## config.mk

```make
export PLATFORM = sky130hd
export DESIGN_NAME = io_dmem_ctrl_flat
export DESIGN_NICKNAME = d
export VERILOG_FILES = /design/src/conv_pkg.sv /design/src/conv_mem_if.sv /design/src/io_dmem_ctrl.sv /design/src/flat_wrapper.sv
export SDC_FILE = /design/constraint.sdc
export NUM_CORES = 1
export LEC_CHECK = 0
export ABC_CLOCK_PERIOD_IN_PS = 1480
export BUFFER_PORTS_ARGS = -buffer_cell sky130_fd_sc_hd__buf_2
export CAP_MARGIN = 0
export CELL_PAD_IN_SITES_DETAIL_PLACEMENT = 1
export CELL_PAD_IN_SITES_GLOBAL_PLACEMENT = 2
export CORE_AREA = 3 3 127 129
export DETAILED_ROUTE_END_ITERATION = 8
export DIE_AREA = 0 0 130 132
export PLACE_DENSITY = 0.95
export SETUP_SLACK_MARGIN = 0.15
export SLEW_MARGIN = 10
export SYNTH_ARGS = -nofsm -noshare
export SYNTH_HDL_FRONTEND = slang
export SYNTH_SLANG_ARGS = --single-unit
```

## constraint.sdc

```tcl
create_clock -name clk -period 1.48 [get_ports clk]
set_clock_uncertainty 0.05 [all_clocks]
set_input_delay 0.148 -clock clk [delete_from_list [all_inputs] [get_ports clk]]
set_output_delay 0.148 -clock clk [all_outputs]
set_load 0.1 [all_outputs]
```

## src/conv_pkg.sv

```systemverilog
`default_nettype none

package conv_pkg;

    typedef logic [31:0] word_t;   // one data word
    typedef logic [3:0]  byte_en_t; // per-byte write enables

    typedef enum logic [2:0] {
        ST_IDLE,
        ST_LOAD_WT,                // fetch kernel into local regs
        ST_TAP,                    // pick next tap, skip if padded
        ST_WAIT_RD,                // read response due this cycle
        ST_WRITE,                  // store one output pixel
        ST_DONE
    } conv_state_t;

    // data memory region decoded on bits 31:30 and 28
    localparam word_t DMEM_BASE = 32'h1000_0000;

    // convolution register block
    localparam word_t CONV_BASE = 32'h8000_0040;

    localparam word_t REG_CTRL    = 32'h0000_0000;
    localparam word_t REG_STATUS  = 32'h0000_0004;
    localparam word_t REG_FM_DIM  = 32'h0000_0008;
    localparam word_t REG_WT_OFF  = 32'h0000_000C; // word index into data memory
    localparam word_t REG_IFM_OFF = 32'h0000_0010; // word index into data memory
    localparam word_t REG_OFM_OFF = 32'h0000_0014; // word index into data memory

    localparam int CTRL_START_BIT = 0;
    localparam int CTRL_RST_BIT   = 1;

    localparam int STAT_IDLE_BIT = 0;
    localparam int STAT_DONE_BIT = 1;

endpackage

`default_nettype wire

```

## src/conv_mem_if.sv

```systemverilog
`default_nettype none

interface conv_mem_if #(
    parameter int DMEM_AW = 14
);
    import conv_pkg::*;

    logic [DMEM_AW-1:0] rd_addr;       // word address
    logic               rd_valid;
    logic               rd_ready;      // low while the cpu owns port a
    word_t              rd_data;
    logic               rd_data_valid; // one cycle after accepted read

    logic [DMEM_AW-1:0] wr_addr;
    word_t              wr_data;
    logic               wr_valid;
    logic               wr_ready;

    modport engine (
        output rd_addr,
        output rd_valid,
        input  rd_ready,
        input  rd_data,
        input  rd_data_valid,
        output wr_addr,
        output wr_data,
        output wr_valid,
        input  wr_ready
    );

    modport mem (
        input  rd_addr,
        input  rd_valid,
        output rd_ready,
        output rd_data,
        output rd_data_valid,
        input  wr_addr,
        input  wr_data,
        input  wr_valid,
        output wr_ready
    );

endinterface

`default_nettype wire

```

## src/io_dmem_ctrl.sv

```systemverilog
`default_nettype none

module io_dmem_ctrl #(
    parameter int DMEM_AW = 14
) (
    input  logic               clk,
    input  logic               arst_n_i,

    input  conv_pkg::word_t    cpu_addr_i,
    input  conv_pkg::word_t    cpu_wdata_i,
    input  conv_pkg::byte_en_t cpu_we_i,
    input  logic               cpu_re_i,
    output conv_pkg::word_t    dmem_rdata_o,

    conv_mem_if.mem            mem,

    output logic [DMEM_AW-1:0] a_addr_o,
    output conv_pkg::word_t    a_wdata_o,
    output conv_pkg::byte_en_t a_we_o,
    input  conv_pkg::word_t    a_rdata_i,

    output logic [DMEM_AW-1:0] b_addr_o,
    output conv_pkg::word_t    b_wdata_o,
    output conv_pkg::byte_en_t b_we_o
);
    import conv_pkg::*;

    logic in_dmem;
    logic cpu_hit;
    logic cpu_rd_q; // port a read last cycle was the cpu's
    logic eng_rd_q; // port a read last cycle was the engine's

    assign in_dmem = (cpu_addr_i[31:30] == DMEM_BASE[31:30])
                  && (cpu_addr_i[28] == DMEM_BASE[28]);
    assign cpu_hit = in_dmem && (cpu_re_i || (cpu_we_i != '0));

    // cpu always takes port a so engine reads wait
    assign mem.rd_ready = !cpu_hit;
    assign a_addr_o     = cpu_hit ? cpu_addr_i[DMEM_AW+1:2] : mem.rd_addr;
    assign a_wdata_o    = cpu_wdata_i;
    assign a_we_o       = in_dmem ? cpu_we_i : '0;

    always_ff @(posedge clk or negedge arst_n_i) begin
        if (!arst_n_i) begin
            cpu_rd_q <= 1'b0;
            eng_rd_q <= 1'b0;
        end else begin
            cpu_rd_q <= in_dmem && cpu_re_i;
            eng_rd_q <= mem.rd_valid && mem.rd_ready;
        end
    end

    assign mem.rd_data       = a_rdata_i;
    assign mem.rd_data_valid = eng_rd_q;
    assign dmem_rdata_o      = cpu_rd_q ? a_rdata_i : '0;

    // port b belongs to engine writes alone
    assign mem.wr_ready = 1'b1;
    assign b_addr_o     = mem.wr_addr;
    assign b_wdata_o    = mem.wr_data;
    assign b_we_o       = mem.wr_valid ? 4'hF : 4'h0; // full word store

endmodule

`default_nettype wire

```

## src/flat_wrapper.sv

```systemverilog
// flat-port wrapper written by rule: the top's interface ports become plain ports
module io_dmem_ctrl_flat import conv_pkg::*;
#(
    parameter int DMEM_AW = 14
)
  (clk, arst_n_i, cpu_addr_i, cpu_wdata_i, cpu_we_i, cpu_re_i, dmem_rdata_o, a_addr_o, a_wdata_o, a_we_o, a_rdata_i, b_addr_o, b_wdata_o, b_we_o, mem_rd_addr, mem_rd_valid, mem_rd_ready, mem_rd_data, mem_rd_data_valid, mem_wr_addr, mem_wr_data, mem_wr_valid, mem_wr_ready);
  conv_mem_if #(.DMEM_AW(DMEM_AW)) mem_i ();
  input  logic clk;
  input  logic arst_n_i;
  input  conv_pkg::word_t cpu_addr_i;
  input  conv_pkg::word_t cpu_wdata_i;
  input  conv_pkg::byte_en_t cpu_we_i;
  input  logic cpu_re_i;
  output conv_pkg::word_t dmem_rdata_o;
  output logic [DMEM_AW-1:0] a_addr_o;
  output conv_pkg::word_t a_wdata_o;
  output conv_pkg::byte_en_t a_we_o;
  input  conv_pkg::word_t a_rdata_i;
  output logic [DMEM_AW-1:0] b_addr_o;
  output conv_pkg::word_t b_wdata_o;
  output conv_pkg::byte_en_t b_we_o;
  input wire logic [$bits(mem_i.rd_addr)-1:0] mem_rd_addr;
  input wire logic [$bits(mem_i.rd_valid)-1:0] mem_rd_valid;
  output wire logic [$bits(mem_i.rd_ready)-1:0] mem_rd_ready;
  output wire logic [$bits(mem_i.rd_data)-1:0] mem_rd_data;
  output wire logic [$bits(mem_i.rd_data_valid)-1:0] mem_rd_data_valid;
  input wire logic [$bits(mem_i.wr_addr)-1:0] mem_wr_addr;
  input wire logic [$bits(mem_i.wr_data)-1:0] mem_wr_data;
  input wire logic [$bits(mem_i.wr_valid)-1:0] mem_wr_valid;
  output wire logic [$bits(mem_i.wr_ready)-1:0] mem_wr_ready;
  assign mem_i.rd_addr = mem_rd_addr;
  assign mem_i.rd_valid = mem_rd_valid;
  assign mem_rd_ready = mem_i.rd_ready;
  assign mem_rd_data = mem_i.rd_data;
  assign mem_rd_data_valid = mem_i.rd_data_valid;
  assign mem_i.wr_addr = mem_wr_addr;
  assign mem_i.wr_data = mem_wr_data;
  assign mem_i.wr_valid = mem_wr_valid;
  assign mem_wr_ready = mem_i.wr_ready;
  io_dmem_ctrl #(.DMEM_AW(DMEM_AW)) u_core (.clk(clk), .arst_n_i(arst_n_i), .cpu_addr_i(cpu_addr_i), .cpu_wdata_i(cpu_wdata_i), .cpu_we_i(cpu_we_i), .cpu_re_i(cpu_re_i), .dmem_rdata_o(dmem_rdata_o), .mem(mem_i), .a_addr_o(a_addr_o), .a_wdata_o(a_wdata_o), .a_we_o(a_we_o), .a_rdata_i(a_rdata_i), .b_addr_o(b_addr_o), .b_wdata_o(b_wdata_o), .b_we_o(b_we_o));
endmodule
```

==> results.toml <==
[run_status]
status = "finished with violations"
violations = "setup timing"

[global_route]
met1_usage_pct = 4.65
grt_pass1_wl_um = 7310
grt_util_met3_pct = 3.12
grt_pass1_vias = 1310
grt_max_degree = 17
grt_overflow = 0
grt.busiest_layer = "met2"
use_met2_pct = 10.8
antenna_found_initial = 0
track_usage_pct = 5.45

[synthesis]
yosys_warnings = 0
ys_types = 15
synth_area_leaders = "buf_4 61%, and2_1 16%, mux2_4 8.5%, mux2_2 4.8%, dfrtp_1 3.5%"
yosysTopAreaCell = "buf_4"
synth_fp_nets = 344
avgSynthCellArea_um2 = 7.91
synth_top_area_share_pct = 61.0
synthFlopType = "dfrtp_1"
yosysMostFrequentCell = "buf_4"
seq_area_frac_synth_pct = 3.54
synth_edf_count = 0
synth_cells = 179
async_reset_ff_share_pct = 100
synth_area_um2 = 1420
synth-seq-cells = 2
synthTopCellsByCount = "115 x buf_4, 36 x and2_1, 8 x mux2_4"

[drt]
vias = 1248
routed_via_density = 3.01
drc = 0
dr.pass1.iters = 4
routed_wirelength_um = 5450
ant_nets = 0
wl_per_cell_um = 13.1
initialDrtViolationCount = 7

[worst_setup_path]
critPathArrivalTime_ns = 1.56
endpoint_kind = "output port"
worst_setup_path_start_kind = "input pin"
path_max_fanout = 16
critPathKind = "in -> out"
cp.required_ns = 1.28

[floorplan]
fp.coreArea_um2 = 15100
die_area_um2 = 17200
start_util_pct = 9.34
die_x_um = 130
io_pins = 332
die_y_um = 132
rows = 45

[final_layout]
drive_above_1_share_pct = 97.8
area_growth_pct = 85.9
fill_cells = 1738
nNetsFinal = 394
num_antenna_cells = 0
layout.cells.non_filler = 415

[cts]
cts_sinks = 2
clk_transition_reported_paths_ns = 0.03
cts_root_buffer = "clkbuf_16"
cts_buffers = 3
clk_path_buf_depth = 2
htreeDepth = 1
cts_tree = "done"

[placed_design]
place_ws_ns = -0.303
dp_hpwl_um = 4530
port_buffers = 154
place.gp.congestion = 0.704
dp.cells = 404

[hold_path]
hp-class = "in -> reg"
hold_path_depth = 2

[timing]
fin_hold_ws_ns = 0.107
max_freq_ghz = 0.569
finalHoldViolCount = 0
period_needed_ns = 1.76
rsz0062_at_grt = "true"
setup_violations = 15
fin_crit_sh_pct = 119
postLayoutSetupSlackWorst_ns = -0.277
slew_viol_final = 0

[pwr]
power.density_nw_per_um2 = 631
peakVddDrop_mv = 0.231
leakage_uw = 0.00124

[job]
maxCapViolations = 0
-- critical path, cell delays in order --
cell and delay (ns):
buf_6 0.09, or3_4 0.36, o31a_1 0.27, buf_12 0.17, mux2_4 0.32, buf_12 0.17
-- sequential cells by signal, summed over array words and instances, names as in the netlist --
signal / cells
u_core.cpu_rd_q: 1
u_core.mem.rd_data_valid: 1
-- cells by family (layout without fill, tap and decap cells) --
kind of cell | Yosys count | in the layout | synth area share [%]
other | 1 | 1 | 0.265
AOI/OAI and AO/OA | 1 | 1 | 0.619
and+or+nand+nor | 40 | 40 | 18.0
DFF | 2 | 2 | 3.54
buffers and inverters | 121 | 169 | 64.3
muxes | 14 | 14 | 13.3
-- what timing repair did --
action                                  CTS  global route
endpoints found under the hold margin     2             0
gates resized for setup                  12            33
setup buffers                             1             3
cloned                                    2             1
pin swaps                                 0             4
endpoints found under the setup margin   23            39
hold buffers                              1             0
-- cell type report --
type                    instances  area, um^2  share of cell area (%)
multi-input cells              56         549                    20.9
inverters                       1        7.51                   0.285
clock buffers                   3        75.1                    2.85
well taps                     188         235                    8.94
repair buffers                165        1710                    65.1
flip-flops and latches          2        51.3                    1.95
-- power breakdown --
| group | internal (uW) | total (uW) | switching [uW] |
|---|---|---|---|
| clock | 343 | 401 | 57.6 |
| combinational | 355 | 1200 | 846 |
| sequential | 57.7 | 59.7 | 1.98 |
-- worst paths after layout --
path | startpoint | endpoint | slack (ns)
max | cpu_we_i[3] | a_addr_o[7] | -0.28
min | mem_rd_valid | u_core.mem.rd_data_valid | 0.11
max in group asynchronous | arst_n_i | u_core.cpu_rd_q | 1.05
min in group asynchronous | arst_n_i | u_core.mem.rd_data_valid | 0.22
-- per-layer routing --
layer | part of all wire (%) | up-vias | wire [um]
li1 | - | 529 | -
met1 | 30 | 569 | 1640
met2 | 55 | 138 | 2980
met3 | 15 | 12 | 791
met4 | 0.55 | 0 | 30
met5 | 0 | - | 0
-- per-stage QoR --
step / cell area, um^2 / setup TNS [ns] / util [%] / power, uW
after global routing: 2630 / -4.29 / 17.4 / 1710
final: 2630 / -3.84 / 17.4 / 1660
after detailed placement: 2370 / -4.13 / 15.7 / 1230
after CTS: 2550 / -4.41 / 16.9 / 1660
after floorplan: 1460 / -2.39 / - / 1960
after global placement: 2370 / -4.01 / 15.7 / 1220
-- cells in the final DEF, fill, tap and decap left out, drive strengths merged --
master and count:
buf 162, and2 37, mux2 14, clkbuf 5
dfrtp 2, or3 1, nor3b 1, o31a 1
clkinvlp 1, and2b 1, conb 1, dlygate4sd3 1
Power figures use the tool's default switching activity.
