## config.mk

```make
export PLATFORM = sky130hd
export DESIGN_NAME = conv_engine_flat
export DESIGN_NICKNAME = d
export VERILOG_FILES = /design/src/conv_pkg.sv /design/src/conv_mem_if.sv /design/src/conv_engine.sv /design/src/flat_wrapper.sv
export SDC_FILE = /design/constraint.sdc
export NUM_CORES = 2
export LEC_CHECK = 0
export BUFFER_PORTS_ARGS = -buffer_cell sky130_fd_sc_hd__buf_2
export CAP_MARGIN = 15
export CORE_MARGIN = 4
export CORE_UTILIZATION = 35
export CTS_CLUSTER_DIAMETER = 60
export DETAILED_ROUTE_END_ITERATION = 12
export MAX_ROUTING_LAYER = met4
export PLACE_DENSITY = 0.57
export SYNTH_ARGS = -nofsm -noshare
export SYNTH_HDL_FRONTEND = slang
export SYNTH_SLANG_ARGS = --single-unit
```

## constraint.sdc

```tcl
create_clock -name clk -period 13 [get_ports clk]
set_clock_uncertainty 0.1 [all_clocks]
set_input_delay 0.65 -clock clk [delete_from_list [all_inputs] [get_ports clk]]
set_output_delay 0.65 -clock clk [all_outputs]
set_load 0.05 [all_outputs]
```

## src/conv_pkg.sv

```systemverilog
`default_nettype none

package conv_pkg;

    typedef logic [31:0] word_t;   // one data word
    typedef logic [3:0]  byte_en_t; // per-byte write enables

    typedef enum logic [2:0] {
        ST_IDLE,
        ST_LOAD_WT,                // fetch kernel into local regs
        ST_TAP,                    // pick next tap, skip if padded
        ST_WAIT_RD,                // read response due this cycle
        ST_WRITE,                  // store one output pixel
        ST_DONE
    } conv_state_t;

    // data memory region decoded on bits 31:30 and 28
    localparam word_t DMEM_BASE = 32'h1000_0000;

    // convolution register block
    localparam word_t CONV_BASE = 32'h8000_0040;

    localparam word_t REG_CTRL    = 32'h0000_0000;
    localparam word_t REG_STATUS  = 32'h0000_0004;
    localparam word_t REG_FM_DIM  = 32'h0000_0008;
    localparam word_t REG_WT_OFF  = 32'h0000_000C; // word index into data memory
    localparam word_t REG_IFM_OFF = 32'h0000_0010; // word index into data memory
    localparam word_t REG_OFM_OFF = 32'h0000_0014; // word index into data memory

    localparam int CTRL_START_BIT = 0;
    localparam int CTRL_RST_BIT   = 1;

    localparam int STAT_IDLE_BIT = 0;
    localparam int STAT_DONE_BIT = 1;

endpackage

`default_nettype wire

```

## src/conv_mem_if.sv

```systemverilog
`default_nettype none

interface conv_mem_if #(
    parameter int DMEM_AW = 14
);
    import conv_pkg::*;

    logic [DMEM_AW-1:0] rd_addr;       // word address
    logic               rd_valid;
    logic               rd_ready;      // low while the cpu owns port a
    word_t              rd_data;
    logic               rd_data_valid; // one cycle after accepted read

    logic [DMEM_AW-1:0] wr_addr;
    word_t              wr_data;
    logic               wr_valid;
    logic               wr_ready;

    modport engine (
        output rd_addr,
        output rd_valid,
        input  rd_ready,
        input  rd_data,
        input  rd_data_valid,
        output wr_addr,
        output wr_data,
        output wr_valid,
        input  wr_ready
    );

    modport mem (
        input  rd_addr,
        input  rd_valid,
        output rd_ready,
        output rd_data,
        output rd_data_valid,
        input  wr_addr,
        input  wr_data,
        input  wr_valid,
        output wr_ready
    );

endinterface

`default_nettype wire

```

## src/conv_engine.sv

```systemverilog
`default_nettype none

module conv_engine #(
    parameter int DMEM_AW = 14,
    parameter int WT_DIM  = 3
) (
    input  logic            clk,
    input  logic            arst_n_i,

    input  logic            start_i,
    input  logic            soft_rst_i,
    input  conv_pkg::word_t fm_dim_i,
    input  conv_pkg::word_t wt_off_i,
    input  conv_pkg::word_t ifm_off_i,
    input  conv_pkg::word_t ofm_off_i,
    output logic            idle_o,
    output logic            done_o,

    conv_mem_if.engine      mem
);
    import conv_pkg::*;

    localparam int    TAPS  = WT_DIM * WT_DIM;
    localparam int    TAP_W = $clog2(TAPS + 1);
    localparam int    K_W   = $clog2(WT_DIM + 1);
    localparam word_t HALF  = word_t'(WT_DIM / 2); // padding on each side

    conv_state_t      state_q;
    logic             wt_phase_q; // reads go to the weight buffer
    logic [TAP_W-1:0] tap_q;
    logic [K_W-1:0]   ky_q;
    logic [K_W-1:0]   kx_q;
    word_t            row_q;
    word_t            col_q;
    word_t            acc_q;
    word_t            weight_q [TAPS];

    word_t row_k;
    word_t col_k;
    word_t in_idx;
    word_t out_idx;
    word_t product;
    logic  tap_in_range;
    logic  tap_last;
    logic  tap_step;
    logic  rd_fire;
    logic  wr_fire;
    logic  rsp_fire;
    logic  col_last;
    logic  row_last;

    assign row_k = row_q + word_t'(ky_q);
    assign col_k = col_q + word_t'(kx_q);
    assign tap_in_range = (row_k >= HALF) && ((row_k - HALF) < fm_dim_i)
                       && (col_k >= HALF) && ((col_k - HALF) < fm_dim_i);
    assign in_idx  = ifm_off_i + (row_k - HALF) * fm_dim_i + (col_k - HALF);
    assign out_idx = ofm_off_i + row_q * fm_dim_i + col_q;

    assign tap_last = tap_q == TAP_W'(TAPS - 1);
    assign col_last = col_q == fm_dim_i - 1;
    assign row_last = row_q == fm_dim_i - 1;

    assign mem.rd_valid = (state_q == ST_LOAD_WT) || ((state_q == ST_TAP) && tap_in_range);
    assign mem.rd_addr  = (state_q == ST_LOAD_WT) ? DMEM_AW'(wt_off_i + word_t'(tap_q))
                                                  : in_idx[DMEM_AW-1:0];
    assign mem.wr_valid = state_q == ST_WRITE;
    assign mem.wr_addr  = out_idx[DMEM_AW-1:0];
    assign mem.wr_data  = acc_q;

    assign rd_fire  = mem.rd_valid && mem.rd_ready;
    assign wr_fire  = mem.wr_valid && mem.wr_ready;
    assign rsp_fire = (state_q == ST_WAIT_RD) && mem.rd_data_valid;
    assign tap_step = rsp_fire || ((state_q == ST_TAP) && !tap_in_range); // padded taps skip

    assign product = weight_q[tap_q] * mem.rd_data; // low 32 bits match the signed product

    assign idle_o = (state_q == ST_IDLE) || (state_q == ST_DONE);
    assign done_o = state_q == ST_DONE;

    always_ff @(posedge clk or negedge arst_n_i) begin
        if (!arst_n_i) begin
            state_q    <= ST_IDLE;
            wt_phase_q <= 1'b0;
            tap_q      <= '0;
            ky_q       <= '0;
            kx_q       <= '0;
            row_q      <= '0;
            col_q      <= '0;
        end else if (soft_rst_i) begin
            state_q    <= ST_IDLE; // config regs live elsewhere and stay
            wt_phase_q <= 1'b0;
        end else begin
            if (tap_step) begin
                if (tap_last) begin
                    tap_q <= '0;
                    ky_q  <= '0;
                    kx_q  <= '0;
                end else begin
                    tap_q <= tap_q + 1'b1;
                    if (kx_q == K_W'(WT_DIM - 1)) begin
                        kx_q <= '0;
                        ky_q <= ky_q + 1'b1;
                    end else begin
                        kx_q <= kx_q + 1'b1;
                    end
                end
            end
            case (state_q)
                ST_IDLE, ST_DONE: begin
                    if (start_i) begin
                        state_q    <= ST_LOAD_WT;
                        wt_phase_q <= 1'b1;
                        tap_q      <= '0;
                        ky_q       <= '0;
                        kx_q       <= '0;
                        row_q      <= '0;
                        col_q      <= '0;
                    end
                end
                ST_LOAD_WT: begin
                    if (rd_fire) state_q <= ST_WAIT_RD;
                end
                ST_WAIT_RD: begin
                    if (mem.rd_data_valid) begin
                        if (!tap_last) begin
                            state_q <= wt_phase_q ? ST_LOAD_WT : ST_TAP;
                        end else if (wt_phase_q) begin
                            state_q    <= ST_TAP; // kernel loaded so on to the first pixel
                            wt_phase_q <= 1'b0;
                        end else begin
                            state_q <= ST_WRITE;
                        end
                    end
                end
                ST_TAP: begin
                    if (!tap_in_range) begin
                        if (tap_last) state_q <= ST_WRITE;
                    end else if (rd_fire) begin
                        state_q <= ST_WAIT_RD;
                    end
                end
                ST_WRITE: begin
                    if (wr_fire) begin
                        state_q <= ST_TAP;
                        if (!col_last) begin
                            col_q <= col_q + 1'b1;
                        end else begin
                            col_q <= '0;
                            row_q <= row_q + 1'b1;
                            if (row_last) state_q <= ST_DONE;
                        end
                    end
                end
                default: state_q <= ST_IDLE;
            endcase
        end
    end

    always_ff @(posedge clk) begin
        if (rsp_fire && wt_phase_q) weight_q[tap_q] <= mem.rd_data;
        if (wt_phase_q || wr_fire) begin
            acc_q <= '0; // fresh sum for the next pixel
        end else if (rsp_fire) begin
            acc_q <= acc_q + product; // wraps
        end
    end

endmodule

`default_nettype wire

```

## src/flat_wrapper.sv

```systemverilog
// flat-port wrapper written by rule: the top's interface ports become plain ports
module conv_engine_flat import conv_pkg::*;
#(
    parameter int DMEM_AW = 14,
    parameter int WT_DIM  = 3
)
  (clk, arst_n_i, start_i, soft_rst_i, fm_dim_i, wt_off_i, ifm_off_i, ofm_off_i, idle_o, done_o, mem_rd_addr, mem_rd_valid, mem_rd_ready, mem_rd_data, mem_rd_data_valid, mem_wr_addr, mem_wr_data, mem_wr_valid, mem_wr_ready);
  conv_mem_if #(.DMEM_AW(DMEM_AW)) mem_i ();
  input  logic clk;
  input  logic arst_n_i;
  input  logic start_i;
  input  logic soft_rst_i;
  input  conv_pkg::word_t fm_dim_i;
  input  conv_pkg::word_t wt_off_i;
  input  conv_pkg::word_t ifm_off_i;
  input  conv_pkg::word_t ofm_off_i;
  output logic idle_o;
  output logic done_o;
  output wire logic [$bits(mem_i.rd_addr)-1:0] mem_rd_addr;
  output wire logic [$bits(mem_i.rd_valid)-1:0] mem_rd_valid;
  input wire logic [$bits(mem_i.rd_ready)-1:0] mem_rd_ready;
  input wire logic [$bits(mem_i.rd_data)-1:0] mem_rd_data;
  input wire logic [$bits(mem_i.rd_data_valid)-1:0] mem_rd_data_valid;
  output wire logic [$bits(mem_i.wr_addr)-1:0] mem_wr_addr;
  output wire logic [$bits(mem_i.wr_data)-1:0] mem_wr_data;
  output wire logic [$bits(mem_i.wr_valid)-1:0] mem_wr_valid;
  input wire logic [$bits(mem_i.wr_ready)-1:0] mem_wr_ready;
  assign mem_rd_addr = mem_i.rd_addr;
  assign mem_rd_valid = mem_i.rd_valid;
  assign mem_i.rd_ready = mem_rd_ready;
  assign mem_i.rd_data = mem_rd_data;
  assign mem_i.rd_data_valid = mem_rd_data_valid;
  assign mem_wr_addr = mem_i.wr_addr;
  assign mem_wr_data = mem_i.wr_data;
  assign mem_wr_valid = mem_i.wr_valid;
  assign mem_i.wr_ready = mem_wr_ready;
  conv_engine #(.DMEM_AW(DMEM_AW), .WT_DIM(WT_DIM)) u_core (.clk(clk), .arst_n_i(arst_n_i), .start_i(start_i), .soft_rst_i(soft_rst_i), .fm_dim_i(fm_dim_i), .wt_off_i(wt_off_i), .ifm_off_i(ifm_off_i), .ofm_off_i(ofm_off_i), .idle_o(idle_o), .done_o(done_o), .mem(mem_i));
endmodule
```

==> reports/summary.md <==
The die is 372.0 µm wide. The later pin in the worst-skew pair is clocked with a latency of 0.62 ns. Cell chosen for the clock root: clkbuf_16. The placed wire-length estimate after detailed placement came out at 101,700 µm. Setup repair after global routing left no endpoint under its margin. The tools report the type of element capturing the critical path as an output port. The register bit count reported by yosys is 396, and the effective utilization at floorplan is 0.3527.

The basic-gate share of the synthesized area counting and, or, nand and nor cells is 0.1571. Buffers added to address setup during post-CTS repair amount to 0. The share of flip-flops with an asynchronous set or reset works out to 0.1919. Proportion of layout cells with a drive suffix above 1: 0.09214. For the summed instance area of the synthesized netlist, the log shows 46,370 µm². The area share of the largest cell type after synthesis was 0.2595. Start-to-end type of the worst setup path: register to output port.

The depth of the worst hold-timing path came out at 1. The run gives 0.2551 ns as the tightest hold margin. The register clock-pin slew on the reported worst setup and hold paths is 0.06 ns, and the slew at the pin with the worst max-slew slack is 1.165 ns. The cell count after synthesis came out at 4,791. The dominant synthesized flop cell was edfxtp_1. The run finished with clean final reports. After synthesis, the mean cell area works out to 9.678 µm². The most prevalent standard cell on the critical path is fa_1.

Max-cap violations in this run came to 0. In the final design database the tool counted 5,908 nets. Counting every sink on the clock net gives 396. The H-tree generated during clock tree synthesis spans 2 levels. The die height was 372.0 µm; the number of buffers inserted by port buffering was 176. The post-synthesis xor/xnor area fraction was 0.07858. The die covers 138,400 µm².

The share of the clock period used by the worst path after layout works out to 0.8151. The total routing usage reported by global routing was 0.2078; the critical path arrival was 9.85 ns. The area of the placeable core is 131,500 µm².

At the end of routability-driven placement, the weighted congestion stood at 0.9050. The run gives 133 as the number of cell rows. The placed cell count was 6,537.

The number of endpoints failing setup at the final stage came out at 0. Most area-hungry cell type in the Yosys netlist: fa_1. The min-delay analysis places its worst path in the category primary input to register.

The required time of the worst setup path was 12.25 ns; the routed wire length per instance was 20.59 µm. Counting every net in the synthesized netlist gives 5,865. Using the TritonRoute via totals, the vias-per-cell ratio works out to 5.129.

231 I/O pins were placed. The headroom to the max-slew limit was 0.2153. The final hold violation count came out at 0. The first global-routing pass estimated 215,000 µm of wire. The area of placed instances was 49,100 µm²; the count of flip-flops with a built-in enable after synthesis was 288. Setup total negative slack on the finished layout was measured at 0 ns. The worst path in the final design needs a cycle of 10.60 ns, including I/O delays and setup. The area growth from synthesis to layout is 9.501%.

Number of gates resized after cts: 0. Sorting the synthesized cells by area gives the leading types as fa_1 (26%), edfxtp_1 (19%), ha_1 (8.3%), inv_1 (6.5%), nand2_1 (6.1%). The synthesized-area fraction occupied by ao, oa, aoi and oai cells is 0.05839. The tools report the part of the Yosys area used for sequential elements as 0.2413. For this run, the number of standard cells in the final layout without fillers is 6,638. Clock tree synthesis inserted a total of 49 buffers.

The cell at the slowest stage of the critical path is a211oi_1. In this run the remaining antenna-violating nets after routing total 0. The most frequent standard cell in the layout excluding fill and tap cells was inv_1. For the initial antenna violation count, the log shows 17. TritonCTS built the clock tree.

For this block, the via count after detailed routing is 34,040. The tools report the total number of yosys warnings as 0. The largest family of logic cells by synthesized area was adder cells. The maximum fanout encountered on the critical timing path is 19. The via count of the first global-routing pass came out at 35,630.

The tools report the maximum number of pins on one net before global-route repair as 51. The DRC marker count from the first detailed-route iteration is 2,435. The finished cells cover 50,770 µm². The share of synthesized area spent on multiplexers is 0.03619. In this run the deepest clock path goes through 3 buffers.

The critical path startpoint category is a register. For this run, design rule violations remaining after detail routing come to 0. After detailed routing, the total wire length is 136,700 µm. Counting distinct cell types in the post-synthesis netlist gives 91. Fraction of the mapped netlist area in adder cells: 0.3420. Count of final max-slew check failures: 0. Summed over all layers, the global routing overflow is 0. Timing would allow up to 0.09438 GHz.

Count of cells along the worst register-to-register path: 29. The first TritonRoute pass finished after 5 iterations. The largest single stage delay on the critical path is 0.71 ns. Leaving out fill and tap cells, the most frequent cells in the layout are inv_1 (797), nand2_1 (748), fa_1 (601). The filler cell count in the final layout was 13,220.
-- stage by stage --
stage,utilization,setup WS (ns)
3_5_place_dp,0.3735,2.803
6_report,0.3862,2.404
4_1_cts,0.3860,2.314
5_1_grt,0.3862,1.843
2_1_floorplan,-,3.882
3_3_place_gp,0.3735,2.815
-- cell type report --
| class | instances | area [µm²] | share of cell area |
|---|---|---|---|
| Inverter | 799 | 2999 | 0.05907 |
| Clock buffer | 65 | 1316 | 0.02592 |
| Multi-Input combinational cell | 3342 | 31310 | 0.6166 |
| Clock inverter | 25 | 324.1 | 0.006382 |
| Tap cell | 1755 | 2196 | 0.04325 |
| Timing Repair Buffer | 246 | 1411 | 0.02780 |
| Sequential cell | 396 | 11200 | 0.2205 |
| Antenna cell | 10 | 25.02 | 0.0004929 |
-- repair_timing --
| action | CTS | global route |
|---|---|---|
| endpoints found under the hold margin | 26 | 0 |
| hold buffers | 1 | 0 |
| endpoints found under the setup margin | 0 | 0 |
-- cells in the mapped netlist (71+ instances only) --
| master | n |
|---|---|
| nand3_1 | 71 |
| edfxtp_1 | 288 |
| a21oi_1 | 109 |
| fa_1 | 601 |
| inv_1 | 797 |
| nor2_1 | 188 |
| and2_1 | 150 |
| nand2_1 | 748 |
| xnor2_1 | 295 |
| clkbuf_1 | 202 |
| xor2_1 | 103 |
| ha_1 | 306 |
| dfrtp_1 | 76 |
| o21ai_0 | 75 |
-- logic make-up after synthesis --
logic type,Yosys count
XOR/XNOR,405
flip-flops,396
multiplexers,102
buffers and inverters,1053
AND/OR/NAND/NOR,1517
AO/OA/AOI/OAI,411
adder cells (fa/ha/maj),907
-- flip-flops by register name, summed over array words and instances (netlist names) --
register and flops:
u_core.mem.wr_data 32, u_core.wt_phase_q 1, u_core.tap_q 4, u_core.ky_q 2, u_core.row_q 32, u_core.col_q 32
u_core.state_q 3, u_core.kx_q 2, u_core.weight_q 288
-- worst paths after layout --
path | start | to | slack [ns]
setup / recovery | u_core.row_q[0] | mem_rd_addr[13] | 2.40
hold reg to reg | u_core.mem.wr_data[12] | u_core.mem.wr_data[12] | 0.36
min in group asynchronous | arst_n_i | u_core.col_q[22] | 0.38
setup reg to reg | u_core.tap_q[1] | u_core.mem.wr_data[31] | 2.85
max in group asynchronous | arst_n_i | u_core.tap_q[0] | 11.28
hold / removal | mem_rd_data[31] | u_core.weight_q[6][31] | 0.26
-- per-layer routing --
metal / global-route usage / wire length [µm]
met5: - / 0
met4: 0.05611 / 4089
met3: 0.02338 / 8578
met2: 0.3387 / 65140
met1: 0.2764 / 58850
-- critical path: cells and delay by family, from the launching register on --
family,cells,cell delay [ns]
buffers and inverters,5,0.70
multiplexers,1,0.15
flip-flops,1,0.33
adder cells (fa/ha/maj),8,3.62
XOR/XNOR,9,2.09
AO/OA/AOI/OAI,3,1.28
AND/OR/NAND/NOR,4,1.00
Power is left out: the tool's default activity adds up to more than one toggle a clock period on the data nets, which glitch-free logic cannot reach.
