===== config.mk =====
export PLATFORM = sky130hd
export DESIGN_NAME = conv_regs
export DESIGN_NICKNAME = d
export VERILOG_FILES = /design/src/conv_pkg.sv /design/src/conv_regs.sv
export SDC_FILE = /design/constraint.sdc
export NUM_CORES = 1
export LEC_CHECK = 0
export BUFFER_PORTS_ARGS = -buffer_cell sky130_fd_sc_hd__buf_4
export CORE_UTILIZATION = 50
export CTS_BUF_LIST = sky130_fd_sc_hd__clkbuf_8 sky130_fd_sc_hd__clkbuf_16
export CTS_CLUSTER_SIZE = 12
export DETAILED_ROUTE_END_ITERATION = 6
export GPL_TIMING_DRIVEN = 0
export PLACE_DENSITY = 0.8
export SLEW_MARGIN = 20
export SYNTH_ARGS = -nofsm -noshare
export SYNTH_HDL_FRONTEND = slang
export SYNTH_SLANG_ARGS = --single-unit

===== constraint.sdc =====
create_clock -name clk -period 2.6 [get_ports clk]
set_input_delay 0.52 -clock clk [delete_from_list [all_inputs] [get_ports clk]]
set_output_delay 0.52 -clock clk [all_outputs]
set_load 0.02 [all_outputs]

===== src/conv_pkg.sv =====
`default_nettype none

package conv_pkg;

    typedef logic [31:0] word_t;   // one data word
    typedef logic [3:0]  byte_en_t; // per-byte write enables

    typedef enum logic [2:0] {
        ST_IDLE,
        ST_LOAD_WT,                // fetch kernel into local regs
        ST_TAP,                    // pick next tap, skip if padded
        ST_WAIT_RD,                // read response due this cycle
        ST_WRITE,                  // store one output pixel
        ST_DONE
    } conv_state_t;

    // data memory region decoded on bits 31:30 and 28
    localparam word_t DMEM_BASE = 32'h1000_0000;

    // convolution register block
    localparam word_t CONV_BASE = 32'h8000_0040;

    localparam word_t REG_CTRL    = 32'h0000_0000;
    localparam word_t REG_STATUS  = 32'h0000_0004;
    localparam word_t REG_FM_DIM  = 32'h0000_0008;
    localparam word_t REG_WT_OFF  = 32'h0000_000C; // word index into data memory
    localparam word_t REG_IFM_OFF = 32'h0000_0010; // word index into data memory
    localparam word_t REG_OFM_OFF = 32'h0000_0014; // word index into data memory

    localparam int CTRL_START_BIT = 0;
    localparam int CTRL_RST_BIT   = 1;

    localparam int STAT_IDLE_BIT = 0;
    localparam int STAT_DONE_BIT = 1;

endpackage

`default_nettype wire


===== src/conv_regs.sv =====
`default_nettype none

module conv_regs #(
    parameter int DMEM_AW = 14
) (
    input  logic               clk,
    input  logic               arst_n_i,

    input  conv_pkg::word_t    cpu_addr_i,
    input  conv_pkg::word_t    cpu_wdata_i,
    input  conv_pkg::byte_en_t cpu_we_i,
    input  logic               cpu_re_i,
    input  conv_pkg::word_t    dmem_rdata_i,
    output conv_pkg::word_t    cpu_rdata_o,

    input  logic               idle_i,
    input  logic               done_i,
    output logic               start_o,
    output logic               soft_rst_o,
    output conv_pkg::word_t    fm_dim_o,
    output conv_pkg::word_t    wt_off_o,
    output conv_pkg::word_t    ifm_off_o,
    output conv_pkg::word_t    ofm_off_o
);
    import conv_pkg::*;

    logic  in_conv;
    logic  reg_wr;
    logic  ctrl_wr;
    logic  fm_dim_ok;
    word_t reg_off;
    word_t status;
    word_t rd_sel;
    word_t rdata_q;

    assign in_conv = cpu_addr_i[31:5] == CONV_BASE[31:5];
    assign reg_off = cpu_addr_i - CONV_BASE;
    assign reg_wr  = in_conv && (cpu_we_i != '0); // any strobe writes the whole word
    assign ctrl_wr = reg_wr && (reg_off == REG_CTRL);

    // side must be nonzero and the map must fit the data memory
    assign fm_dim_ok = (fm_dim_o != '0) && ((fm_dim_o >> ((DMEM_AW + 1) / 2)) == '0);

    assign start_o    = ctrl_wr && cpu_wdata_i[CTRL_START_BIT] && idle_i && fm_dim_ok;
    assign soft_rst_o = ctrl_wr && cpu_wdata_i[CTRL_RST_BIT];

    always_comb begin
        status                = '0;
        status[STAT_IDLE_BIT] = idle_i;
        status[STAT_DONE_BIT] = done_i;
    end

    always_comb begin
        case (reg_off)
            REG_STATUS:  rd_sel = status;
            REG_FM_DIM:  rd_sel = fm_dim_o;
            REG_WT_OFF:  rd_sel = wt_off_o;
            REG_IFM_OFF: rd_sel = ifm_off_o;
            REG_OFM_OFF: rd_sel = ofm_off_o;
            default:     rd_sel = '0; // ctrl is write-only
        endcase
    end

    always_ff @(posedge clk or negedge arst_n_i) begin
        if (!arst_n_i) begin
            fm_dim_o  <= '0;
            wt_off_o  <= '0;
            ifm_off_o <= '0;
            ofm_off_o <= '0;
            rdata_q   <= '0;
        end else begin
            if (reg_wr) begin
                case (reg_off)
                    REG_FM_DIM:  fm_dim_o  <= cpu_wdata_i;
                    REG_WT_OFF:  wt_off_o  <= cpu_wdata_i;
                    REG_IFM_OFF: ifm_off_o <= cpu_wdata_i;
                    REG_OFM_OFF: ofm_off_o <= cpu_wdata_i;
                    default: ;
                endcase
            end
            rdata_q <= (cpu_re_i && in_conv) ? rd_sel : '0;
        end
    end

    // both sources are zero unless their own read happened last cycle
    assign cpu_rdata_o = rdata_q | dmem_rdata_i;

endmodule

`default_nettype wire


==> results of run 1 <==
-- final timing paths --
| path | to | cells past startpoint |
|---|---|---|
| worst max-delay path | start_o | 4 |
| max in group asynchronous | wt_off_o[30] | 2 |
| min in group clk | wt_off_o[26] | 2 |
| worst max register to register | rdata_q[8] | 4 |
| worst min register to register | wt_off_o[26] | 1 |
| worst min-delay path | ofm_off_o[8] | 1 |
-- metal layers --
layer | share of wire (%) | up-vias | wire, microns
met3 | 7.6 | 52 | 1750
met5 | 0 | - | 0
met4 | 3.1 | 0 | 722
met1 | 40 | 3014 | 9173
li1 | - | 2630 | -
met2 | 49 | 297 | 11320
-- power breakdown --
group,internal (uW),switching (uW),total (uW)
sequential,2490,0.0000000140,2490
combinational,190,203,393
clock,1420,1050,2470
-- cell type report --
class	count	area share, %
timing repair buffer	274	19.77
clock buffer	17	3.991
inverter	3	0.1056
sequential	160	37.56
buffer	33	2.077
multi-input combinational	359	32.84
tap	184	2.160
clock inverter	15	1.502
-- repair_timing --
item,in CTS,in global routing
gates resized for setup,9,18
pin swaps,5,8
setup buffers,6,2
endpoints found under the setup margin,2,26
-- metrics by stage --
stage | setup slack (ps) | instances
after CTS | 14.66 | 1043
after detailed placement | -418.2 | 1005
after global placement | -434.5 | 1004
after global routing | -103.1 | 1045
after floorplan | 53.42 | 555
final | -14.45 | 1045
-- cell families after synthesis --
family | count (synthesis) | synth area share [%]
muxes | 162 | 27.75
DFF | 160 | 52.36
and+or+nand+nor | 154 | 11.99
AOI/OAI and AO/OA | 41 | 4.664
buffers and inverters | 36 | 2.994
xor gates and xnor gates | 2 | 0.2291
-- critical path: stages (launching register included) --
cell       delay [ps]
dfrtp_1           420
nor4_1            460
nand4_1           260
a2111oi_2         320
buf_4             210
-- flip-flops by register name (all words and copies together) (netlist names) --
register   count
fm_dim_o      32
wt_off_o      32
ofm_off_o     32
ifm_off_o     32
rdata_q       32
-- cells in the final DEF (no fill, tap or decap), types with 4 or more instances in the layout --
cell and instances:
nor4_1 6, nand3_4 4, buf_4 267, mux2_1 5, buf_6 16, nand4_1 5
clkbuf_1 14, clkbuf_16 17, nor3_1 38, mux2i_1 32, clkinvlp_4 5, mux2_2 35
dfrtp_1 160, a221oi_1 32, or2_2 32, nand2_1 4, nor4_2 4, nor4_4 4
mux2_4 90, nor2_1 40
==> run summary, run 1 <==
WORST HOLD PATH
--------------------------------------------------------------------------------------
Class of the tightest hold or removal check                                in -> async

GRT
--------------------------------------------------------------------------------------
Maximum number of pins on one net before global-route repair                       104
Global Route Usage Sum                                                          29.91%
Number of global-route vias before repair                                        6,250
Wire length of the first global-routing pass                              35,620 microns
Overflow after GRT                                                                   0
Met3 demand-to-capacity share in global routing                                 6.967%
Antenna violations before repair                                                     0
Met1 capacity usage during global routing                                       37.52%
Layer with the highest usage                                                      met2
Grt met2 use                                                                    49.08%

JOB
--------------------------------------------------------------------------------------
Max capacitance violation total                                                      0

PLACED DESIGN
--------------------------------------------------------------------------------------
Buffers added on ports                                                             265
Routability cong.                                                               0.8668
Placed wire-length estimate                                               16,300 microns
Placed Area                                                                 9907 sq um

CELLS AND AREA
--------------------------------------------------------------------------------------
Final-layout fill cell count                                                     1,041
Post-route cell area                                                      10,660 sq um
Number of antenna repair diodes                                                      0
P&R area growth vs syn                                                          39.42%
Layout cells sized above 1                                                      58.54%
Post-layout util                                                                72.25%
Area taken by multi-input logic gates                                       3501 sq um
Layout net count                                                                   953
Register cell area after layout                                             4004 sq um

STA
--------------------------------------------------------------------------------------
Max-slew headroom                                                               41.56%
Time the worst path needs with I/O delays and setup                            2614 ps
Worst slack on hold paths                                                     1.594 ps
Total Neg Setup Slack                                                        -14.45 ps
Clock skew after layout                                                       6.867 ps
Fraction of the cycle the final worst path needs                                100.6%
Unrepaired setup endpoints after global routing                                   true
Final Worst Setup Slack                                                      -14.45 ps
Count of final setup violators                                                       1
Worst Tran Pin Value                                                          876.6 ps
Max Slew Vio Count                                                                   0
Achievable frequency                                                        0.3825 GHz
Total count of hold-check failures in the final report                               0

SETUP PATH
--------------------------------------------------------------------------------------
Beginning of the critical path                                            fm_dim_o[30]
Register-to-register setup slack                                               1290 ps
Worst Path Max Fanout                                                                4
Kind of capture point of the worst setup path                             primary output
Critical Path AT                                                               2090 ps
Critical path start-end classification                                      reg -> out
Reg-to-Reg Start                                                          ofm_off_o[8]
Type of element launching the critical path                                   register
Required time reported for the critical path endpoint                          2080 ps

FLOORPLAN
--------------------------------------------------------------------------------------
IO Pins                                                                            267
Die Area                                                                  15,790 sq um
Starting utilization of the core area                                           51.82%
Number of standard-cell rows in the floorplan                                       44
Core box area                                                             14,750 sq um
Die extent in x                                                           125.7 microns
Die Y-Extent                                                              125.7 microns

LOGIC SYNTHESIS
--------------------------------------------------------------------------------------
Sequential area share after synthesis                                           52.36%
Netlist area before placement                                               7646 sq um
Main flop type after synthesis                                                 dfrtp_1
Fraction of synthesis flops using an asynchronous set or reset pin              100.0%
Largest area contributor in the netlist                                        dfrtp_1
Most frequent cells after synthesis                                       160 x dfrtp_1, 90 x mux2_4, 41 x nor2_1
Top cells by area, synth                                                  dfrtp_1 52%, mux2_4 18%, mux2_2 5.2%
Area fraction of the dominant cell type after synthesis                         52.36%
Number of distinct library cells after synthesis                                    39
Synthesized netlist net count                                                      660
Most common cell in the synthesized netlist                                    dfrtp_1
Count of synthesis-stage warnings from yosys                                         0
Mapped Cells                                                                       555
Post-synth EDFFs                                                                     0
Mean instance size in the synthesized netlist                              13.78 sq um
Synth Register Bits                                                                160

DETAILED ROUTING
--------------------------------------------------------------------------------------
Overall routed net length                                                 22,970 microns
Routed length per placed instance                                         21.98 microns
Via density                                                                      5.735
Initial DRT Pass Iterations                                                          7
Count of unresolved DRC violations after routing                                    21
Post-DRT Antenna Nets                                                                0
Via count                                                                        5,993
Detailed router's first-iteration violation count                                  431

CLOCK NETWORK
--------------------------------------------------------------------------------------
Total CTS buffers                                                                   17
Clock Root Buffer                                                            clkbuf_16
Insertion delay of the later-clocked pin in the worst-skew pair                 430 ps
Number of sinks driven by the clock tree                                           160
CTS tree                                                                         built
H-tree depth                                                                         4
Clock slew at the register clock pins of the worst setup and hold paths          60 ps
Clk buf depth                                                                        2
Number of hold buffers added after CTS                                               0

OUTCOME
--------------------------------------------------------------------------------------
Status                                                                    complete, but fails checks
Failing checks                                                            DRC, setup timing

POWER
--------------------------------------------------------------------------------------
IR Drop Worst-Case VDD                                                       0.4138 mV
Total power consumption of the routed design                                   5356 uW
Power density over the cells                                              502.5 nW/um^2
Leakage power                                                              0.005589 uW

No activity file was read; power rests on OpenSTA's default activity.
==> inputs of run 2 (changes only) <==
--- a/config.mk
+++ b/config.mk
@@ -6,12 +6,12 @@
 export NUM_CORES = 1
 export LEC_CHECK = 0
 export BUFFER_PORTS_ARGS = -buffer_cell sky130_fd_sc_hd__buf_4
-export CORE_UTILIZATION = 50
+export CORE_UTILIZATION = 30
 export CTS_BUF_LIST = sky130_fd_sc_hd__clkbuf_8 sky130_fd_sc_hd__clkbuf_16
 export CTS_CLUSTER_SIZE = 12
 export DETAILED_ROUTE_END_ITERATION = 6
 export GPL_TIMING_DRIVEN = 0
-export PLACE_DENSITY = 0.8
+export SKIP_CTS_REPAIR_TIMING = 1
 export SLEW_MARGIN = 20
 export SYNTH_ARGS = -nofsm -noshare
 export SYNTH_HDL_FRONTEND = slang
==> run summary, run 2 (synthesized netlist as in run 1, its figures left out) <==
OUTCOME
--------------------------------------------------------------------------------------
Status                                                                    complete, but fails checks
Failing checks                                                            setup timing

STA
--------------------------------------------------------------------------------------
Count of final setup violators                                                       1   unchanged
Max-slew headroom                                                               37.15%   -4.4 points
Total count of hold-check failures in the final report                               0   unchanged
Time the worst path needs with I/O delays and setup                            2674 ps   +59.49 ps
Clock skew after layout                                                       9.530 ps   +2.663 ps
Worst slack on hold paths                                                     52.65 ps   +51.06 ps
Worst Tran Pin Value                                                          942.7 ps   +66.07 ps
Final Worst Setup Slack                                                      -73.94 ps   -59.49 ps
Fraction of the cycle the final worst path needs                                102.8%   +2.3 points
Achievable frequency                                                        0.3740 GHz   -2.2%
Unrepaired setup endpoints after global routing                                   true
Max Slew Vio Count                                                                   0   unchanged

DETAILED ROUTING
--------------------------------------------------------------------------------------
Routed length per placed instance                                         20.42 microns   -7.1%
Overall routed net length                                                 24,330 microns   +5.9%
Post-DRT Antenna Nets                                                                0   unchanged
Count of unresolved DRC violations after routing                                     0   -100%
Via density                                                                      4.846   -16%
Initial DRT Pass Iterations                                                          6   -1
Detailed router's first-iteration violation count                                  275   -36%
Via count                                                                        5,771   -3.7%

FLOORPLAN
--------------------------------------------------------------------------------------
Starting utilization of the core area                                           30.45%   -21 points
Die extent in x                                                           161.6 microns   +29%
Core box area                                                             25,110 sq um   +70%
IO Pins                                                                            267   unchanged
Die Area                                                                  26,130 sq um   +65%
Number of standard-cell rows in the floorplan                                       58   +32%
Die Y-Extent                                                              161.6 microns   +29%

SETUP PATH
--------------------------------------------------------------------------------------
Type of element launching the critical path                                   register
Critical Path AT                                                               2150 ps   +60 ps
Required time reported for the critical path endpoint                          2080 ps   about the same
End of the worst register-to-register path                                  rdata_q[0]
CP Cell Sequence                                                          nor4_1 > nand4_1 > a2111oi_2 > buf_4
Worst Path Max Fanout                                                                4   unchanged
Largest incremental delay on the critical path                                  460 ps   about the same
Worst reg-to-reg path cell count                                                     3   -1
Critical path start-end classification                                      reg -> out
Kind of capture point of the worst setup path                             primary output
Count of buffer and inverter cells on the critical path                              1   unchanged
Top delay family on crit path                                             simple AND/OR/NAND/NOR gates
Number of stages on the worst setup path                                             4   unchanged
Reg-to-Reg Start                                                           wt_off_o[0]
Worst path slowest cell                                                         nor4_1
Register-to-register setup slack                                               1300 ps   about the same

CLOCK NETWORK
--------------------------------------------------------------------------------------
Total CTS buffers                                                                   17   unchanged
Clock slew at the register clock pins of the worst setup and hold paths          70 ps   about the same
Insertion delay of the later-clocked pin in the worst-skew pair                 420 ps   about the same
H-tree depth                                                                         4   unchanged
Clock Root Buffer                                                            clkbuf_16
CTS tree                                                                         built
Clk buf depth                                                                        2   unchanged
Number of sinks driven by the clock tree                                           160   unchanged

CELLS AND AREA
--------------------------------------------------------------------------------------
Post-layout util                                                                43.32%   -29 points
Final non-filler cell total                                                      1,191   +14%
Layout cells sized above 1                                                      58.54%   unchanged
Post-route cell area                                                      10,880 sq um   +2.0%
P&R area growth vs syn                                                          42.25%
Most frequent cells in the layout                                         269 x buf_4, 160 x dfrtp_1, 90 x mux2_4
Number of antenna repair diodes                                                      0   unchanged
Most common cell after layout, fill and taps aside                               buf_4
Layout net count                                                                   953   unchanged

POWER
--------------------------------------------------------------------------------------
IR Drop Worst-Case VDD                                                       0.3885 mV   -6.1%
Total power consumption of the routed design                                   5559 uW   +3.8%
Power density over the cells                                              511.1 nW/um^2   +1.7%
Sequential share of power                                                        44.8%   -1.7 points
Leakage power                                                              0.005626 uW   +0.66%
Sw Pwr                                                                         1336 uW   +6.3%
Internal power of the cells                                                    4222 uW   +3.0%
Switching part of the total power                                               24.04%   +0.58 points
Fraction of power consumed by combinational cells                                 7.1%   -0.2 points
Portion of total power attributed to the clock network                           48.1%   +1.9 points

GRT
--------------------------------------------------------------------------------------
Maximum number of pins on one net before global-route repair                        89   -14%
Wire length of the first global-routing pass                              36,450 microns   +2.3%
Antenna violations before repair                                                     0   unchanged
Global Route Usage Sum                                                          18.79%   -11 points
Overflow after GRT                                                                   0   unchanged
Number of global-route vias before repair                                        5,944   -4.9%

PLACED DESIGN
--------------------------------------------------------------------------------------
Placed Area                                                               10,090 sq um   +1.8%
Buffers added on ports                                                             265   unchanged
Placed wire-length estimate                                               17,400 microns   +6.7%
Routability cong.                                                               0.8325   -4.0%
Placed cells                                                                     1,151   +15%

WORST HOLD PATH
--------------------------------------------------------------------------------------
Class of the tightest hold or removal check                                in -> async

JOB
--------------------------------------------------------------------------------------
Max capacitance violation total                                                      0   unchanged

run 2: area by class of cell:
| class | count | area, sq um |
|---|---|---|
| fillers | 2368 | 14230 |
| flip-flops and latches | 160 | 4004 |
| multi-input cells | 359 | 3492 |
| repair buffers | 274 | 2107 |
| clock buffers | 17 | 425.4 |
| well taps | 330 | 412.9 |
| plain buffers | 33 | 230.2 |
| clock inverters | 15 | 193.9 |
| inverters | 3 | 11.26 |
run 2: per-stage QoR:
step	worst slack (ps)	setup TNS, ps
floorplan	53.42	0
global placement	-489.8	-35980
CTS	-353.9	-551.1
finish	-73.94	-73.94
global route	-250.3	-299.8
detailed placement	-460.2	-38670
run 2: power by group through the flow:
stage / clock network [uW] / logic, uW / registers, uW
after global routing: 2820 / 428 / 2490
after detailed placement: 0 / 383 / 2540
after CTS: 2740 / 384 / 2490
after global placement: 0 / 373 / 2540
after floorplan: 0 / 111 / 2540
final: 2680 / 395 / 2490
run 2: worst max-delay path by stage:
| stage | start | endpoint |
|---|---|---|
| after floorplan | cpu_addr_i[10] | start_o |
| after global placement | cpu_addr_i[16] | rdata_q[16] |
| after detailed placement | cpu_addr_i[16] | rdata_q[16] |
| after CTS | cpu_addr_i[10] | start_o |
| after global routing | cpu_addr_i[23] | start_o |
| final | fm_dim_o[26] | start_o |
run 2: routing by layer:
metal	GRT usage, %	routed length (microns)	vias up
met3	4.597	1533	28
met4	5.875	419	0
li1	-	-	2635
met2	29.70	11640	194
met1	25.27	10730	2914
met5	0	0	-
run 2: worst register-to-register path, delay by kind of cell, from the launching register on:
kind	cells	cell delay (ps)
multiplexers	1	270
flip-flops	1	390
AND/OR/NAND/NOR	1	130
AO/OA/AOI/OAI	1	370
